## src/cache_aq_params.svh

```systemverilog
`ifndef CACHE_AQ_PARAMS_SVH
`define CACHE_AQ_PARAMS_SVH

// Physical line address of one bank
`define CAQ_ADDR_W 15

// One data or mask half, 16 bytes
`define CAQ_LINE_W 128

// Entries held by each access queue
`define CAQ_DEPTH 8

// Queue pointer width, depth must stay a power of two
`define CAQ_PTR_W 3

// Bus fills write every byte of both halves
`define CAQ_BUS_MASK {`CAQ_LINE_W{1'b1}}

`endif
```

## src/cache_aq_pkg.sv

```systemverilog
`include "cache_aq_params.svh"

package cache_aq_pkg;

    typedef logic [`CAQ_ADDR_W-1:0] paddr_t;      // Bank line address
    typedef logic [`CAQ_LINE_W-1:0] line_t;       // Data or byte mask half
    typedef logic [1:0]             acc_size_t;   // Access size code
    typedef logic [6:0]             ptcid_t;      // Protection table id
    typedef logic [7:0]             qslot_t;      // Reorder slot tag
    typedef logic [2:0]             onesize_t;    // Byte count in one bank

    // One pending cache access, even and odd bank halves side by side
    typedef struct packed {
        logic      valid_e;
        logic      valid_o;
        paddr_t    paddr_e;
        paddr_t    paddr_o;
        line_t     data_e;
        line_t     data_o;
        acc_size_t size_e;
        acc_size_t size_o;
        line_t     mask_e;
        line_t     mask_o;
        ptcid_t    ptcid;
        qslot_t    qslot;
        logic      odd_is_greater;
        logic      need_p1;         // Access spans into the next line
        onesize_t  onesize;
        logic      pcd;             // Page cache disable
    } aq_entry_t;

    // Source shown to the cache pipeline
    typedef enum logic [2:0] {
        SRC_NONE,
        SRC_BUS,
        SRC_WB,
        SRC_RD,
        SRC_SW
    } aq_src_e;

endpackage

```

## src/access_queue.sv

```systemverilog
`timescale 1ns/1ps
`include "cache_aq_params.svh"

module access_queue
    import cache_aq_pkg::*;
(
    input  logic      clk,
    input  logic      rst_n_i,
    input  logic      flush_i,
    input  logic      write_i,
    input  aq_entry_t entry_i,
    input  logic      pop_i,
    output aq_entry_t head_o,
    output logic      empty_o,
    output logic      full_o
);

    aq_entry_t mem [`CAQ_DEPTH];

    logic [`CAQ_PTR_W-1:0] wr_ptr;
    logic [`CAQ_PTR_W-1:0] rd_ptr;
    logic [`CAQ_PTR_W:0]   count;

    logic do_write;
    logic do_pop;

    assign empty_o = (count == '0);
    assign full_o  = (count == (`CAQ_PTR_W+1)'(`CAQ_DEPTH));

    // Flush beats a write in the same cycle
    assign do_write = write_i & ~full_o & ~flush_i;
    assign do_pop   = pop_i & ~empty_o;

    assign head_o = mem[rd_ptr];

    always_ff @(posedge clk) begin
        if (do_write) begin
            mem[wr_ptr] <= entry_i;
        end
    end

    always_ff @(posedge clk) begin
        if (!rst_n_i || flush_i) begin
            wr_ptr <= '0;
            rd_ptr <= '0;
        end else begin
            if (do_write) begin
                wr_ptr <= wr_ptr + 1'b1;   // Wraps at depth
            end
            if (do_pop) begin
                rd_ptr <= rd_ptr + 1'b1;
            end
        end
    end

    always_ff @(posedge clk) begin
        if (!rst_n_i || flush_i) begin
            count <= '0;
        end else begin
            case ({do_write, do_pop})
                2'b10:   count <= count + 1'b1;
                2'b01:   count <= count - 1'b1;
                default: count <= count;      // Both or neither
            endcase
        end
    end

endmodule

```

## config.mk

```make
export PLATFORM = sky130hd
export DESIGN_NAME = access_queue
export DESIGN_NICKNAME = d
export VERILOG_FILES = /design/src/cache_aq_pkg.sv /design/src/access_queue.sv
export VERILOG_INCLUDE_DIRS = /design/src
export SDC_FILE = /design/constraint.sdc
export NUM_CORES = 2
export LEC_CHECK = 0
export BUFFER_PORTS_ARGS = -buffer_cell sky130_fd_sc_hd__buf_4
export CAP_MARGIN = 40
export CORE_MARGIN = 2
export CORE_UTILIZATION = 50
export CTS_CLUSTER_SIZE = 14
export DETAILED_ROUTE_END_ITERATION = 10
export PLACE_DENSITY = 0.8
export SLEW_MARGIN = 20
export SYNTH_ARGS = -nofsm -noshare
export SYNTH_HDL_FRONTEND = slang
export SYNTH_MEMORY_MAX_BITS = 65536
export SYNTH_SLANG_ARGS = --single-unit
```

## constraint.sdc

```tcl
create_clock -name clk -period 136.3 [get_ports clk]
set_input_delay 6.815 -clock clk [delete_from_list [all_inputs] [get_ports clk]]
set_output_delay 6.815 -clock clk [all_outputs]
set_load 0.1 [all_outputs]
```

Yosys cells after proc, flatten, opt, wreduce, memory -nomap -nowiden. Memory sizes are Yosys's and may differ from the RTL's. A register that Yosys moved wholly into a read port is not among the register bits. Cells that the tools add are included.

Register bits: 10. Latch bits: 0. RAM bits: 4552. Bits in read-only memories: 0. Bits of input ports: 574. Output and inout bits: 571. Memories: 1.

Memory list: mem (depth 8, bits a word 569, rd ports 1, clocked after memory_dff 1, write ports 1, RTL line access_queue.sv:18) `` aq_entry_t mem [`CAQ_DEPTH]; ``.

Add/subtract/negate cells: 4. Multiply operators: 0. Divide/modulo/power cells: 0. $lt $le $gt $ge: 0. Equality and inequality tests: 3. Shifts and indexed selects: 0. Muxes and demuxes: 5. Bitwise gates (word level): 6. Reduce and logical (&&, ||, !) cells: 4.

Operator list (count): $pmux 4 s2 (1); $add 3x1->3 const B (2); $mux 3 (2); $add 4x1->4 const B (1); $eq 4x4->1 const B (1); $logic_not 4->1 (1); $sub 4x1->4 const B (1); $and 1x1->1 (3); $not 1->1 (3); $eq 2x1->1 const B (1); $eq 2x2->1 const B (1); $mux 1 (2); $reduce_bool 2->1 (1); $logic_not 1->1 (1); $logic_or 1x1->1 (1).

Longest topological paths before layout.
Depth in word-level cells: 6. Gate-level depth with buffers: 11.

Least setup slack after synthesis. No wires, ideal clock.

Path kind: input to register. Start: input write_i. End: memory mem[0][0] in the netlist's numbering (enable). Arrival time: 45.471 ns. Required time: 134.099 ns. Setup slack: 88.628 ns. Cell stages on the path: 3. Buffers on the path: 0. Cells stage by stage: nand2_1 -> or3_1 -> nor3_1.

Cells in the longest elaborated chain, start to end: 4.

RTL lines: start: declaration (RTL line access_queue.sv:10) `input logic write_i,`; $and 1x1->1 (2 in series) (RTL line access_queue.sv:31) `assign do_write = write_i & ~full_o & ~flush_i;`; $mux 1 (RTL line access_queue.sv:37) `if (do_write) begin`; $mux 1 (implied by the code) (RTL line access_queue.sv:38) `mem[wr_ptr] <= entry_i;`; end: declaration (RTL line access_queue.sv:18).

No other way between the ends.

==> results_dict.tcl <==
set metrics [dict create \
    multiInputGateArea_sq_um 32500 \
    hold_start "count[3]$_SDFFE_PP0P_" \
    ys_ff_latch 4565 \
    critical_path_class "reg -> out" \
    route.detailed.drc 0 \
    grt_start_max_net_pins 155 \
    post-route-util_pct 58.8 \
    maxCapViolCount 0 \
    outcome "finished, final reports clean" \
    grt_usage_pct 23.1 \
    gp_congestion 0.794 \
    synth.area.top_cells "edfxtp_1, mux4_2, mux2_2" \
    rsz0062_at_grt "no" \
    slew_viol_final 0 \
    dp_hpwl_microns 235000 \
    drt_iter0_markers 9189 \
    boundaryPins 1145 \
    ys.flop_type "edfxtp_1" \
    dieArea_sq_um 347000 \
    holdPathStages 2 \
    postSynthAreaPerCell_sq_um 25.8 \
    async_flop_share_pct 0 \
    grt_pass1_wl_microns 585000 \
    synth_top_cell_by_area "edfxtp_1" \
    required_ps 129490 \
    hold_end "count[3]$_SDFFE_PP0P_" \
    nFillCells 22100 \
    viasPerCell 6.01 \
    die_w_microns 589 \
    period_share_pct 10.5 \
    finalPower_w 0.00287 \
    yosysWarnings 0 \
    start_util_pct 50.3 \
    syn_nets 7233 \
    drive_above_1_share_pct 42.9 \
    cts_tree "yes" \
    rr_startpoint "count[0]$_SDFFE_PP0P_" \
    final_hold_viol_count 0 \
    worstPathArrival_ps 7480 \
    area_growth_syn_to_layout_pct 16.9 \
    fin_skew_ps 50.2 \
    fin_nets 8683 \
    rows 214 \
    drt_pass1_iterations 6 \
    grt_pass1_vias 81400 \
    power_density_nw_per_um2 14.3 \
    netlist_instances 6654 \
    timing.rr.end "mem[5][329]$_DFFE_PP_" \
    path_clk_slew_ps 60 \
    vias 78600 \
    post_cts_resized 0 \
    antenna_found_initial 139 \
    cts.sinks 4565 \
    p_leak_nw 62.6 \
    synth_area_sq_um 171000 \
    synth_top_area_share_pct 79.8 \
    yosysSeqAreaShare_pct 79.9 \
    antenna_left 0 \
    root_buffer "clkbuf_16" \
    htree_num_levels 5 \
    portBuffers 1144 \
    vdd_drop_max_uv 16.2 \
    ys_types 32 \
    rr_worst_depth 10 \
    die_h_microns 589 \
    wl_per_cell_microns 31.5 \
    min_period_ps 14290 \
    max_freq_mhz 70.0 \
    met3WireLength_microns 43700 \
    wl_met1_microns 142000 \
    top_layer "met5" \
    worstMarginPinSlew_ps 1410 \
    insertion_delay_ps 950 \
    route.met2.wl_microns 207000 \
    core_area_sq_um 340000 \
    r2r_setup_slack_ps 130550 \
    clockBufferDepth 4 \
    numCtsBuffers 430 \
    hold_class "reg -> reg" \
    synth_edf_count 4552 \
    crit_fanout 108 \
    regArea_sq_um 137000 \
    slew_headroom_pct 6.19 \
    hold_buffers 0 \
    post-cts-setup-buffers 0 \
    end_kind "output pin" \
    netlist_top_cells_count "edfxtp_1, mux4_2, mux2_2, clkbuf_1, buf_6" \
    finalSetupViolCount 0 \
    synth.most_common_cell "edfxtp_1" \
    overflow 0 \
    crit_path_start_kind "register" \
    routed_wl_microns 412000 \
    fin_setup_tns_ps 0 \
]
## critical path: stages (launching register included)
cell     delay [ps]
dfxtp_4         490
buf_4           560
buf_4           500
buf_12          290
buf_4           630
buf_4           450
buf_16          300
buf_4           610
buf_12          630
buf_4           300
buf_16          280
mux4_2          570
mux2_2          290
buf_4           230
## worst max-delay path by stage
stage	startpoint	to	slack, ps
finish	register	head_o[326]	122010
global placement	register	head_o[274]	121740
detailed placement	register	head_o[334]	122570
floorplan	write_i	mem[0][0]$_DFFE_PP_	88630
CTS	register	head_o[402]	121460
global route	register	head_o[326]	121250
## per-stage QoR
| step | hold WS (ps) | std cells | setup slack (ps) | instance area, sq um |
|---|---|---|---|---|
| after floorplan | 466 | 6654 | 88630 | 171000 |
| after global placement | 483 | 12100 | 121740 | 185000 |
| after detailed placement | 502 | 12200 | 122570 | 186000 |
| after CTS | 511 | 13000 | 121460 | 200000 |
| after global routing | 559 | 13000 | 121250 | 200000 |
| final | 509 | 13100 | 122010 | 200000 |
## metal layers
metal  up-vias  global-route usage (%)
li1      31800                       -
met1     41500                    28.5
met2      4335                    37.8
met3       876                    7.07
met4       102                    10.5
met5         -                       0
## final cells by class
cell class	instances	area share [%]
well taps	4536	2.83
flip-flops and latches	4565	68.4
repair buffers	1338	5.69
diodes	94	0.117
clock buffers	539	5.65
inverters	1	0.00187
clock inverters	233	1.09
multi-input cells	1768	16.2
## state kept, by name, summed over array words and instances (netlist names), named ones only
| name | count |
|---|---|
| count | 4 |
| wr_ptr | 3 |
| rd_ptr | 3 |
| mem | 4552 |
## logic make-up after synthesis
group	after synthesis	share of synthesized area, %
AOI/OAI and AO/OA	8	0.0329
buffers and inverters	321	1.14
muxes	1709	18.7
adders and majority gates	5	0.0365
DFF	4565	79.9
and+or+nand+nor	39	0.115
xor gates and xnor gates	7	0.0358
## power breakdown
group	total (W)	switching (W)	internal, W	leakage (nW)
Clock	0.00116	0.000509	0.000648	6.57
Combinational	0.000155	0.000112	0.0000430	14.8
Sequential	0.00156	0.00000347	0.00156	41.2
Total	0.00287	0.000625	0.00225	62.6
## placed cells by master, fill, tap and decap left out, drive strengths merged, types with 3 or more instances in the layout
cell / n
clkbuf: 539
mux2: 569
nand3: 3
diode: 94
clkinv: 182
nor2: 15
nand2b: 4
ha: 5
inv: 15
a21oi: 3
mux4: 1138
bufinv: 32
dfxtp: 13
buf: 1338
xor2: 6
clkinvlp: 5
edfxtp: 4552
nand2: 5
(Power assumes the default switching activity.)
